## src/periph_pkg.sv

```systemverilog
package periph_pkg;

    // 115200 baud from the 50 MHz board clock
    localparam int UART_BIT_CYCLES = 434;
    localparam int UART_TIMER_BITS = $clog2(UART_BIT_CYCLES);

    // Depth of the PS/2 line synchronizers
    localparam int SYNC_STAGES = 2;

    // Prefix byte sent by the keyboard before a release code
    localparam logic [7:0] PS2_BREAK_CODE = 8'hF0;

    // Interrupt vector codes
    localparam int IRQ_VECTOR_BITS = 4;
    localparam logic [IRQ_VECTOR_BITS-1:0] KEY_IRQ_VECTOR = 4'd1;
    localparam logic [IRQ_VECTOR_BITS-1:0] IRQ_NONE       = 4'd0;

    // PS/2 frame receiver
    typedef enum logic [1:0] {
        PS2_IDLE,
        PS2_DATA,
        PS2_PARITY,
        PS2_STOP
    } ps2_state_e;

    // Serial transmitter
    typedef enum logic [1:0] {
        TX_IDLE,
        TX_START,
        TX_DATA,
        TX_STOP
    } uart_state_e;

endpackage

```

## src/ps2_receiver.sv

```systemverilog
`timescale 1ns/10ps

module ps2_receiver
    import periph_pkg::*;
(
    input  logic       CLOCK_50,
    input  logic       KEY0,
    input  logic       ps2_clk,
    input  logic       ps2_dat,
    output logic       key_valid,
    output logic [7:0] key_code,
    output logic       key_release
);

    logic [SYNC_STAGES-1:0] clk_sync;
    logic [SYNC_STAGES-1:0] dat_sync;
    logic                   clk_prev;
    logic                   clk_fall;
    logic                   dat_bit;
    ps2_state_e             state;
    logic [2:0]             bit_count;
    logic [7:0]             shift_data;
    logic                   parity_ok;
    logic                   pending_release;
    logic                   frame_ok;

    assign clk_fall = clk_prev & ~clk_sync[SYNC_STAGES-1];
    assign dat_bit  = dat_sync[SYNC_STAGES-1];

    // Stop bit high and odd parity over data plus parity bit
    assign frame_ok = clk_fall && (state == PS2_STOP) && dat_bit && parity_ok;

    always_ff @(posedge CLOCK_50 or negedge KEY0) begin
        if (!KEY0) begin
            clk_sync        <= '1;
            dat_sync        <= '1;
            clk_prev        <= 1'b1;
            state           <= PS2_IDLE;
            bit_count       <= '0;
            pending_release <= 1'b0;
            key_valid       <= 1'b0;
        end else begin
            clk_sync  <= {clk_sync[SYNC_STAGES-2:0], ps2_clk};
            dat_sync  <= {dat_sync[SYNC_STAGES-2:0], ps2_dat};
            clk_prev  <= clk_sync[SYNC_STAGES-1];
            key_valid <= 1'b0;
            if (clk_fall) begin
                case (state)
                    PS2_IDLE: begin
                        // Start bit is a low data line
                        if (!dat_bit) begin
                            state     <= PS2_DATA;
                            bit_count <= '0;
                        end
                    end
                    PS2_DATA: begin
                        bit_count <= bit_count + 3'd1;
                        if (bit_count == 3'd7) begin
                            state <= PS2_PARITY;
                        end
                    end
                    PS2_PARITY: begin
                        state <= PS2_STOP;
                    end
                    PS2_STOP: begin
                        state <= PS2_IDLE;
                        if (frame_ok) begin
                            if (shift_data == PS2_BREAK_CODE) begin
                                pending_release <= 1'b1;
                            end else begin
                                key_valid       <= 1'b1;
                                pending_release <= 1'b0;
                            end
                        end
                    end
                    default: state <= PS2_IDLE;
                endcase
            end
        end
    end

    // Frame payload, LSB arrives first
    always_ff @(posedge CLOCK_50) begin
        if (clk_fall && state == PS2_DATA) begin
            shift_data <= {dat_bit, shift_data[7:1]};
        end
        if (clk_fall && state == PS2_PARITY) begin
            parity_ok <= ^{shift_data, dat_bit};
        end
        if (frame_ok && shift_data != PS2_BREAK_CODE) begin
            key_code    <= shift_data;
            key_release <= pending_release;
        end
    end

endmodule

```

## config.mk

```make
export PLATFORM = sky130hd
export DESIGN_NAME = ps2_receiver
export DESIGN_NICKNAME = d
export VERILOG_FILES = /design/src/periph_pkg.sv /design/src/ps2_receiver.sv
export SDC_FILE = /design/constraint.sdc
export NUM_CORES = 1
export LEC_CHECK = 0
export BUFFER_PORTS_ARGS = -buffer_cell sky130_fd_sc_hd__buf_2
export CAP_MARGIN = 20
export CORE_MARGIN = 2
export CORE_UTILIZATION = 55
export DETAILED_ROUTE_END_ITERATION = 10
export PLACE_DENSITY = 0.85
export RECOVER_POWER = 50
export SLEW_MARGIN = 20
export SYNTH_ARGS = -nofsm -noshare
export SYNTH_HDL_FRONTEND = slang
export SYNTH_SLANG_ARGS = --single-unit
```

## constraint.sdc

```tcl
create_clock -name CLOCK_50 -period 1.8 [get_ports CLOCK_50]
set_input_delay 0.45 -clock CLOCK_50 [delete_from_list [all_inputs] [get_ports CLOCK_50]]
set_output_delay 0.45 -clock CLOCK_50 [all_outputs]
set_load 0.01 [all_outputs]
```

# Word level (Yosys, flattened, before mapping)
# Cells that the tools add are included.
totals:
  reg_bits: 30
  wordCells: 44
  out_inout_bits: 10
classes:
  n_reduce_logical: 12
  n_mux: 10
  eq_ne: 8
  n_addsub: 1
  n_bitwise: 2
op_table:
  columns: ["op", "count"]
  rows:
  - ["$reduce_and A3 Y1", 3]
  - ["$reduce_xor A9 Y1", 1]
  - ["$eq A8 B8 Y1 const B", 1]
  - ["$ne A8 B8 Y1 const B", 1]
  - ["$pmux W2 S4", 1]
  - ["$logic_and A1 B1 Y1", 6]
  - ["$pmux W3 S2", 1]
  - ["$mux W1", 5]
  - ["$eq A2 B2 Y1 const B", 2]
  - ["$mux W2", 2]
  - ["$ne A2 B2 Y1 const B", 2]
  - ["$add A3 B1 Y3 const B", 1]
  - ["$eq A3 B3 Y1 const B", 1]
  - ["$mux W3", 1]
  - ["$eq A2 B1 Y1 const B", 1]
  - ["$logic_not A2 Y1", 1]
  - ["$reduce_bool A2 Y1", 1]
  - ["$and A1 B1 Y1", 1]
  - ["$not A1 Y1", 1]

# Depth between registers and ports, before layout
logic_depth:
  word_depth: 8
  ltp_mapped: 5
  ltp_nobuf: 5

# Worst setup path before layout
# OpenSTA, ideal clock, no wires.
synth_timing:
  path_kind: "register to register"
  from: "register clk_prev"
  to: "register key_code[0] (enable)"
  slack_ns: 0.162
  stages_incl_launch_ff: 4
  arrival_ns: 1.264
  required_time_ns: 1.426
  cell_sequence: "dfstp_2 and2b_1 nand4_1 nor2_1"
synth_via:
  elab_chain_len: 5
synth_rtl:
  columns: ["item", "line_no", "text"]
  rows:
  - ["start: declaration", "ps2_receiver.sv:17", "logic clk_prev;"]
  - ["start signal: assignment", "ps2_receiver.sv:45", "clk_prev <= clk_sync[SYNC_STAGES-1];"]
  - ["$and A1 B1 Y1", "ps2_receiver.sv:27", "assign clk_fall = clk_prev & ~clk_sync[SYNC_STAGES-1];"]
  - ["$logic_and A1 B1 Y1 (3 in a row)", "ps2_receiver.sv:31", "assign frame_ok = clk_fall && (state == PS2_STOP) && dat_bit && parity_ok;"]
  - ["$logic_and A1 B1 Y1", "ps2_receiver.sv:90", "if (frame_ok && shift_data != PS2_BREAK_CODE) begin"]
  - ["end signal: assignment", "ps2_receiver.sv:91", "key_code <= shift_data;"]
  - ["end: declaration", "ps2_receiver.sv:11", "output logic [7:0] key_code,"]
# No other way between the ends.
# A chain may end at the register's enable or synchronous reset.

# Worst setup path in the final report
layout_timing:
  from: "register clk_prev"
  to: "register key_code[7] (enable)"
# The elaborated chain is that of the path after synthesis.

==> results.json <==
{
  "crit_start": "clk_prev",
  "die_area_sq_um": 2490,
  "switching_share": 0.267,
  "endpoint_kind": "register",
  "num_antenna_cells": 0,
  "cp-endpoint": "key_code[7]",
  "async_flop_share": 0.400,
  "synth_most_common_cell": "edfxtp_1",
  "area_growth_pct": 16.6,
  "drv_slew": 0,
  "hold_path_depth": 1,
  "crit_arrival_ns": 1.66,
  "clkPwrFrac": 0.253,
  "grt_max_degree": 13,
  "stdcell_area_sq_um": 1350,
  "hpwl_um": 1240,
  "critical_path.max_stage_delay_ns": 0.54,
  "start_util": 0.586,
  "final_nets": 100,
  "ios": 14,
  "ys_top_cells_by_area": "edfxtp_1, dfrtp_1, dfstp_2",
  "intPower_mw": 1.17,
  "ir_drop_v": 0.000682,
  "synth_nets": 76,
  "vias_per_cell": 5.11,
  "r2r_end": "key_code[7]",
  "yosysSeqAreaShare": 0.730,
  "grt_busiest_layer": "met2",
  "fin_skew_ns": 0.00507,
  "clkSlewWorstSetupHoldPaths_ns": 0.09,
  "fillers": 141,
  "syn_inst": 66,
  "grt.met2_usage": 0.289,
  "cts_inserted_buffers": 5,
  "r2r-start": "clk_prev",
  "slowest_stage": "nor2_1",
  "critPathRequiredTime_ns": 1.76,
  "rows": 16,
  "max_cap_violations": 0,
  "use_met3": 0.0667,
  "yosysWarnings": 0,
  "drive_gt1_frac": 0.330,
  "grt_use_met1": 0.177,
  "grt_usage": 0.173,
  "status": "finished clean",
  "placed_area_sq_um": 1280,
  "synth_flop_cell": "edfxtp_1",
  "path_max_fanout": 9,
  "synth_area_sq_um": 1160,
  "cts_tree": "built",
  "rsz0062_at_grt": "no",
  "cts_buffer_depth": 2,
  "switchingPower_mw": 0.427,
  "drt-initial-drc-count": 9,
  "grt_pass1_vias": 642,
  "r2r_setup_slack_ns": 0.10,
  "antenna_found_initial": 0,
  "synth_edf_count": 18,
  "clk_latency_ns": 0.32,
  "vias": 603,
  "hold_violations": 0,
  "die_w_um": 49.9,
  "first_pass_iters": 4,
  "period_minus_slack_ns": 1.70,
  "p_per_area_nw_per_um2": 1180,
  "wire_per_inst_um": 14.8,
  "drc": 0,
  "routabilityCongestion": 0.723,
  "yosysTopAreaCell": "edfxtp_1",
  "drtAntennaViolNets": 0,
  "die_height_um": 49.9,
  "grt_overflow": 0,
  "port_buffers": 13,
  "path_cells": "and2b_1 > nand4_1 > nor2_1",
  "hp-class": "in -> reg",
  "ys_seq_elements": 30,
  "core-area_sq_um": 1980,
  "comb_power_share": 0.189,
  "cts_root_buf": "clkbuf_4",
  "yosysTopAreaCellShare": 0.466,
  "seq_power_share": 0.558,
  "clock.fmax_ghz": 0.590,
  "fin_crit_sh": 0.942,
  "criticalPathCategory": "reg -> reg",
  "worstRegToRegCells": 3,
  "setup_viol": 0,
  "finalSetupTns_ns": 0,
  "whs_ns": 0.214,
  "cts_sinks": 30,
  "postCtsSetupBuffers": 0,
  "start_kind": "register",
  "relSlewSlack": 0.567,
  "yosysUniqueCellTypes": 23,
  "synthTopCellsByCount": "edfxtp_1, dfrtp_1, ha_1",
  "syn_area_per_cell_sq_um": 17.6,
  "worst_pin_slew_ns": 0.648,
  "htreeDepth": 2,
  "totalWireLength_um": 1740,
  "leakage_nw": 0.571,
  "grt_pass1_wl_um": 2930
}
==> sequential cells by signal, summed over array words and instances, names as in the netlist <==
signal and count:
key_code 8, shift_data 8, bit_count 3, clk_sync 2
dat_sync 2, state 2, clk_prev 1, key_release 1
key_valid 1, parity_ok 1, pending_release 1
==> kinds of logic after synthesis <==
kind of cell               after synthesis  synth area share
AOI/OAI and AO/OA                        3            0.0216
buffers and inverters                    2           0.00647
muxes                                    4            0.0377
and+or+nand+nor                         14            0.0690
xor gates and xnor gates                 7            0.0711
adders and majority gates                6            0.0647
DFF                                     30             0.730
==> routing by layer <==
metal / vias to the layer above / routed length (um)
met2: 14 / 931
met4: 0 / 29
met3: 3 / 73
met1: 297 / 708
met5: - / 0
li1: 289 / -
==> critical path: cells and delay by family, from the launching register on <==
family | cells | cell delay (ns)
DFF | 1 | 0.52
and+or+nand+nor | 3 | 0.82
==> metrics by stage <==
stage / total power, mW / util / instances / worst slack (ns)
finish: 1.60 / 0.683 / 118 / 0.104
global route: 1.70 / 0.683 / 118 / 0.0144
CTS: 1.62 / 0.682 / 118 / 0.0959
detailed placement: 1.21 / 0.647 / 109 / 0.119
global placement: 1.17 / 0.647 / 109 / 0.177
floorplan: 1.12 / - / 66 / 0.162
==> power groups by stage <==
stage,registers (mW),logic (mW),clock network (mW)
final,0.891,0.302,0.403
after global routing,0.901,0.350,0.448
after CTS,0.891,0.309,0.421
after detailed placement,0.906,0.303,0
after global placement,0.899,0.274,0
after floorplan,0.891,0.224,0
==> repair_timing <==
item | in CTS | in global routing
resized for setup | 0 | 1
hold buffers | 1 | 0
endpoints found under the hold margin | 7 | 0
endpoints found under the setup margin | 0 | 9
==> placed cells by master, fill, tap and decap left out, drive strengths merged, types with 2 or more instances in the layout <==
master / n
clkbuf: 9
dfstp: 5
edfxtp: 18
xnor2: 5
nor2: 3
buf: 14
and2: 2
nand2: 2
dfrtp: 7
mux2: 3
ha: 6
a22o: 2
inv: 2
==> worst min-delay path by stage <==
stage	from	endpoint	slack (ns)
floorplan	KEY0	bit_count[0]	0.15
detailed placement	KEY0	key_valid	0.33
global route	ps2_dat	dat_sync[0]	0.20
finish	ps2_clk	clk_sync[0]	0.21
global placement	KEY0	pending_release	0.33
CTS	ps2_clk	clk_sync[0]	0.20
==> final cells by class <==
cell class                 instances  area, sq um  share of cell area
clock buffer                       7         55.1              0.0407
clock inverter                     1         5.00             0.00370
inverter                           2         7.51             0.00555
multi-input combinational         34          313               0.231
sequential                        30          847               0.626
tap                               27         33.8              0.0250
timing repair buffer              17         92.6              0.0684
Power figures use the tool's default switching activity.
