### config.mk
export PLATFORM = sky130hd
export DESIGN_NAME = uart_tx
export DESIGN_NICKNAME = d
export VERILOG_FILES = /design/src/periph_pkg.sv /design/src/uart_tx.sv
export SDC_FILE = /design/constraint.sdc
export NUM_CORES = 1
export LEC_CHECK = 0
export BUFFER_PORTS_ARGS = -buffer_cell sky130_fd_sc_hd__buf_4
export CORE_MARGIN = 5
export CORE_UTILIZATION = 45
export CTS_BUF_LIST = sky130_fd_sc_hd__clkbuf_4
export DETAILED_ROUTE_END_ITERATION = 10
export GPL_TIMING_DRIVEN = 0
export PLACE_DENSITY = 0.68
export RECOVER_POWER = 100
export SYNTH_ARGS = -nofsm -noshare
export SYNTH_HDL_FRONTEND = slang
export SYNTH_SLANG_ARGS = --single-unit
### constraint.sdc
create_clock -name CLOCK_50 -period 2.7 [get_ports CLOCK_50]
set_clock_uncertainty 0.15 [all_clocks]
set_input_delay 0.135 -clock CLOCK_50 [delete_from_list [all_inputs] [get_ports CLOCK_50]]
set_output_delay 0.135 -clock CLOCK_50 [all_outputs]
set_load 0.05 [all_outputs]
### src/periph_pkg.sv
package periph_pkg;

    // 115200 baud from the 50 MHz board clock
    localparam int UART_BIT_CYCLES = 434;
    localparam int UART_TIMER_BITS = $clog2(UART_BIT_CYCLES);

    // Depth of the PS/2 line synchronizers
    localparam int SYNC_STAGES = 2;

    // Prefix byte sent by the keyboard before a release code
    localparam logic [7:0] PS2_BREAK_CODE = 8'hF0;

    // Interrupt vector codes
    localparam int IRQ_VECTOR_BITS = 4;
    localparam logic [IRQ_VECTOR_BITS-1:0] KEY_IRQ_VECTOR = 4'd1;
    localparam logic [IRQ_VECTOR_BITS-1:0] IRQ_NONE       = 4'd0;

    // PS/2 frame receiver
    typedef enum logic [1:0] {
        PS2_IDLE,
        PS2_DATA,
        PS2_PARITY,
        PS2_STOP
    } ps2_state_e;

    // Serial transmitter
    typedef enum logic [1:0] {
        TX_IDLE,
        TX_START,
        TX_DATA,
        TX_STOP
    } uart_state_e;

endpackage

### src/uart_tx.sv
`timescale 1ns/10ps

module uart_tx
    import periph_pkg::*;
(
    input  logic       CLOCK_50,
    input  logic       KEY0,
    input  logic       tx_valid,
    input  logic [7:0] tx_data,
    output logic       tx_ready,
    output logic       txd
);

    uart_state_e                state;
    logic [UART_TIMER_BITS-1:0] bit_timer;
    logic [2:0]                 bit_index;
    logic [7:0]                 tx_byte;
    logic                       bit_done;

    assign tx_ready = (state == TX_IDLE);
    assign bit_done = (bit_timer == UART_TIMER_BITS'(UART_BIT_CYCLES - 1));

    always_ff @(posedge CLOCK_50 or negedge KEY0) begin
        if (!KEY0) begin
            state     <= TX_IDLE;
            bit_timer <= '0;
            bit_index <= '0;
            txd       <= 1'b1;
        end else begin
            bit_timer <= bit_done ? '0 : bit_timer + 1'b1;
            case (state)
                TX_IDLE: begin
                    bit_timer <= '0;
                    if (tx_valid) begin
                        state <= TX_START;
                        txd   <= 1'b0;
                    end
                end
                TX_START: begin
                    if (bit_done) begin
                        state     <= TX_DATA;
                        bit_index <= '0;
                        txd       <= tx_byte[0];
                    end
                end
                TX_DATA: begin
                    if (bit_done) begin
                        bit_index <= bit_index + 3'd1;
                        if (bit_index == 3'd7) begin
                            state <= TX_STOP;
                            txd   <= 1'b1;
                        end else begin
                            txd <= tx_byte[bit_index + 3'd1];
                        end
                    end
                end
                TX_STOP: begin
                    if (bit_done) begin
                        state <= TX_IDLE;
                    end
                end
                default: state <= TX_IDLE;
            endcase
        end
    end

    // Byte captured at acceptance
    always_ff @(posedge CLOCK_50) begin
        if (tx_valid && tx_ready) begin
            tx_byte <= tx_data;
        end
    end

endmodule

=== Word level (Yosys, flattened, before mapping) ===
Cells that the tools add are included.

* $add $sub $neg: 2
* Magnitude comparators: 1
* Equal/unequal tests: 10
* Muxes and demuxes: 18
* Reductions and logical operators: 7

{| class="wikitable"
|+ Operator list
! operator !! count
|-
| $mux 9 || 2
|-
| $mux 2 || 5
|-
| $ne 2x2->1 const B || 5
|-
| $add 9x1->9 const B || 1
|-
| $eq 9x9->1 const B || 1
|-
| $pmux 2 s4 || 1
|-
| $mux 3 || 2
|-
| $pmux 3 s2 || 1
|-
| $mux 1 || 5
|-
| $reduce_and 5->1 || 1
|-
| $eq 2x2->1 const B || 2
|-
| $lt 3x4->1 const B || 1
|-
| $reduce_and 4->1 || 1
|-
| $add 3x1->3 const B || 1
|-
| $bmux 1 s3 || 1
|-
| $eq 3x3->1 const B || 1
|-
| $pmux 1 s3 || 1
|-
| $reduce_and 3->1 || 1
|-
| $reduce_bool 3->1 || 1
|-
| $eq 2x1->1 const B || 1
|-
| $logic_not 2->1 || 1
|-
| $reduce_bool 2->1 || 1
|-
| $logic_and 1x1->1 || 1
|}

* Flip-flop bits (word level): 23
* Bits of input ports: 11
* Output and inout port bits: 2
* Word-level logic and storage cells: 43

=== Longest topological paths before layout ===
* Depth in word-level cells: 6
* Gate-level depth with buffers: 7

=== Least setup slack after synthesis ===
Ideal clock, no wire load.

* Kind: reg2reg
* Start: register bit_index[0]
* End: register txd
* Arrival: 1.658 ns
* Data required time: 2.490 ns
* Slack: 0.832 ns
* Cell stages (with the launch flop): 7
* Buffers on the path: 0
* Clock period less this slack: 1.868 ns
* Path through: dfrtp_1 ha_1 ha_1 nand2_1 or3_1 a41oi_1 mux2_2

* Word-level cells in the longest chain between the ends: 6

{| class="wikitable"
|+ Ends and longest elaborated chain
! item !! RTL line !! RTL
|-
| start: declaration || uart_tx.sv:16 || <nowiki>logic [2:0] bit_index;</nowiki>
|-
| start signal: assignment || uart_tx.sv:48 || <nowiki>bit_index <= bit_index + 3'd1;</nowiki>
|-
| $add 3x1->3 || uart_tx.sv:53 || <nowiki>txd <= tx_byte[bit_index + 3'd1];</nowiki>
|-
| $bmux 1 s3 || uart_tx.sv:53 ||
|-
| $mux 1 (not written as such) || uart_tx.sv:53 ||
|-
| $mux 1 * || uart_tx.sv:49 || <nowiki>if (bit_index == 3'd7) begin</nowiki>
|-
| $mux 1 * || uart_tx.sv:47 || <nowiki>if (bit_done) begin</nowiki>
|-
| $pmux 1 s3 * || uart_tx.sv:31 || <nowiki>case (state)</nowiki>
|-
| end signal: assignment || uart_tx.sv:43 || <nowiki>txd <= tx_byte[0];</nowiki>
|-
| end signal: assignment || uart_tx.sv:53 ||
|-
| end: declaration || uart_tx.sv:11 || <nowiki>output logic txd</nowiki>
|}

Mark *: on every way between the ends. The rest lies on a longest branch, timed or not. The select of a mux whose other input is x is not followed.
A chain may end at the register's enable or synchronous reset.

=== Final worst setup path ===
* Start: register bit_timer[1]
* End: register state[0]

* Word-level cells in the longest chain between the ends: 3

{| class="wikitable"
|+ Ends and longest elaborated chain
! item !! RTL line !! RTL
|-
| start: declaration || uart_tx.sv:15 || <nowiki>logic [UART_TIMER_BITS-1:0] bit_timer;</nowiki>
|-
| start signal: assignment || uart_tx.sv:30 || <nowiki>bit_timer <= bit_done ? '0 : bit_timer + 1'b1;</nowiki>
|-
| $eq 9x9->1 * || uart_tx.sv:21 || <nowiki>assign bit_done = (bit_timer == UART_TIMER_BITS'(UART_BIT_CYCLES - 1));</nowiki>
|-
| $ne 2x2->1 (no source line) || - ||
|-
| $reduce_and 5->1 (no source line) * || - ||
|-
| end signal: assignment || uart_tx.sv:25 || <nowiki>state <= TX_IDLE;</nowiki>
|-
| end signal: assignment || uart_tx.sv:35 || <nowiki>state <= TX_START;</nowiki>
|-
| end signal: assignment || uart_tx.sv:41 || <nowiki>state <= TX_DATA;</nowiki>
|-
| end: declaration || uart_tx.sv:14 || <nowiki>uart_state_e state;</nowiki>
|}

Mark *: on every way between the ends. The rest lies on a longest branch, timed or not.

==> results by group <==
Power
  – Cell Pwr Density: 397 mW/mm^2
  – Leakage: 0.628 nW
  – Max VDD drop: 0.395 mV

CTS
  – H-tree depth: 1
  – Clock Pin Slew Worst Setup and Hold Paths: 0.12 ns
  – Clk buf depth: 2
  – Clk Latency, worst-skew pair: 0.31 ns
  – Root buffer cell: clkbuf_4
  – CTS tree: built
  – PostCTS Resize Cnt: 0
  – CTS Buf Count: 3
  – Clk sink count: 23

Synthesis
  – Synth Area in Simple Gates: 15.2%
  – Sequential area share after synthesis: 52.6%
  – Largest cells by area after synthesis: dfrtp_1, edfxtp_1, ha_1
  – Distinct cells, synth: 34
  – Synth Area in Compound Gates: 5.65%
  – Mux contribution to synthesized area: 7.36%
  – Synth Warn #: 0
  – Netlist Area Pre-Place: 0.00117 sq mm
  – Synthesized area per cell: 12.1 sq um
  – Post-synthesis register bit count: 23
  – Main combinational cell family by area after synthesis: simple AND/OR/NAND/NOR gates
  – Synth Instances: 97
  – Post-Synth XOR/XNOR Area: 5.22%
  – Synthesized Nets: 118
  – Synth top area share: 29.9%
  – Post-Synth Adder-Cell Area: 10.7%
  – Area leader, netlist: dfrtp_1

Drt
  – Pre-antenna DRT Iters: 4
  – Vias per cell: 5.05
  – Via count: 767
  – DRC Markers: 0
  – Initial DRC Count: 25
  – Antenna violation net count after detailed routing: 0
  – DRT Wirelength: 1880 microns
  – Drt wl/cell: 12.4 microns

Cells and area
  – Filler cells: 219
  – Fin util: 56.3%
  – Layout area overhead: 18.9%
  – Layout cells sized above 1: 18.9%
  – Antenna cells: 0
  – Final net count: 144
  – Commonest non-fill, non-tap cell in the layout: dfrtp_1
  – Commonest non-fill, non-tap cells in the layout: dfrtp_1, nor2_1, clkbuf_4

Setup path
  – Crit path kind: reg -> reg
  – Arrival @ worst endpoint: 2.25 ns
  – Crit start category: flip-flop
  – Worst setup EP type: flip-flop
  – Worst Reg-to-Reg Cells: 6
  – Crit-path max FO: 6
  – WP data required: 2.76 ns

Timing
  – Pins Over Slew Limit: 0
  – Worst slew margin: 39.2%
  – Final Hold Viols: 0
  – Final min period: 2.19 ns
  – Unrepaired setup endpoints after global routing: false
  – Total negative setup slack: 0 ns
  – Tcrit/Tclk final: 81.2%
  – Setup violations, final: 0
  – Pin slew with the least headroom to its limit: 0.903 ns
  – Peak Freq: 456 MHz

Worst hold path
  – Hold WC Path Type: in -> reg
  – Worst Hold Depth: 4

Place
  – HPWL Detailed: 1360 microns
  – RD Place Congestion: 0.844
  – IO Port Bufs: 12

Outcome
  – Status: completed

Global routing
  – Vias in the first global route: 732
  – Largest net degree at the start of global routing: 16
  – Total Routing Usage GR: 12.8%
  – Total grt overflow: 0
  – First-pass GRT wire length: 3390 microns
  – Initial antenna violation count: 0

Flow run
  – Max cap viols: 0

Die
  – DIE HEIGHT: 61.1 microns
  – Die Wd: 61.1 microns
  – Io pins: 13
  – Row Count: 18
  – Initial Utilization: 47.4%
  – Die ar.: 0.00373 sq mm
  – CORE AREA: 0.00248 sq mm
-- what timing repair did --
action	CTS	global route
buffers inserted	0	0
hold buffers	9	0
hold endpoints to repair	23	0
-- where the power goes --
group	internal (mW)	switching [mW]
clock network	0.0678	0.101
logic	0.0164	0.00755
registers	0.361	0
-- path summary, 6_finish.rpt --
path / start / to / slack, ns
worst max register to register: bit_timer[1] / state[0] / 0.51
worst max-delay path: bit_timer[1] / state[0] / 0.51
worst min register to register: bit_timer[0] / bit_timer[0] / 0.34
max in group asynchronous: KEY0 / bit_timer[4] / 1.67
min in group asynchronous: KEY0 / state[1] / 0.25
worst min-delay path: tx_valid / state[1] / 0.20
-- per-stage QoR --
| stage | cell area (sq um) | setup WS [ns] | cells | power (mW) | hold slack, ns |
|---|---|---|---|---|---|
| floorplan | 1170 | 0.832 | 97 | 0.368 | -0.311 |
| CTS | 1420 | 0.612 | 152 | 0.565 | 0.0337 |
| finish | 1400 | 0.508 | 152 | 0.554 | 0.198 |
| detailed placement | 1300 | 0.642 | 139 | 0.383 | -0.151 |
| global placement | 1300 | 0.653 | 139 | 0.383 | -0.152 |
| global route | 1400 | 0.284 | 152 | 0.584 | 0.193 |
-- routing by layer --
metal / share of wire (%) / up-vias / wire length, microns / global-route usage, %
met5: 0 / - / 0 / 0
met2: 44 / 12 / 827 / 17.8
met3: 3.5 / 4 / 65 / 2.52
met1: 49 / 359 / 926 / 17.8
li1: - / 392 / - / -
met4: 3.2 / 0 / 60 / 9.29
-- state kept, by name (all words and copies together) (netlist names) --
signal	cells
bit_index	3
bit_timer	9
state	2
tx_byte	8
txd	1
-- worst max-delay path, stage by stage, from the launching register on --
cell and delay (ns):
dfrtp_1 0.42, inv_1 0.06, ha_1 0.14, nand4b_1 0.10, nor4_1 0.70, o21ai_0 0.20, o32a_1 0.33
-- area by class of cell --
cell class | instances | area, sq um | area share [%]
sequential | 23 | 617 | 44.2
multi-input combinational | 65 | 503 | 36.1
timing repair buffer | 21 | 169 | 12.1
tap | 30 | 37.5 | 2.69
clock buffer | 4 | 30.0 | 2.15
inverter | 7 | 26.3 | 1.88
buffer | 2 | 12.5 | 0.897
-- synthesized netlist by cell type (all sizes together) --
| cell type | number |
|---|---|
| dfrtp | 14 |
| nor2 | 12 |
| ha | 10 |
| edfxtp | 8 |
| inv | 7 |
| nand2 | 6 |
| xor2 | 4 |
| mux2 | 3 |
| mux2i | 3 |
| xnor2 | 3 |
| and2 | 2 |
| buf | 2 |
| nand4 | 2 |
| nor3 | 2 |
| o21ai | 2 |
| a21o | 1 |
| a22oi | 1 |
| a41oi | 1 |
| and3 | 1 |
| and4 | 1 |
| dfstp | 1 |
| mux4 | 1 |
| nand2b | 1 |
| nand3 | 1 |
| nand3b | 1 |
| nand4b | 1 |
| nor4 | 1 |
| o211ai | 1 |
| o221a | 1 |
| o32a | 1 |
| or2 | 1 |
| or3 | 1 |
-- cell families after synthesis --
| family | count (synthesis) |
|---|---|
| and+or+nand+nor | 33 |
| DFF | 23 |
| adders and majority gates | 10 |
| buffers and inverters | 9 |
| AOI/OAI and AO/OA | 8 |
| xor gates and xnor gates | 7 |
| muxes | 7 |
Note: power is estimated with default switching activity, not from simulation.
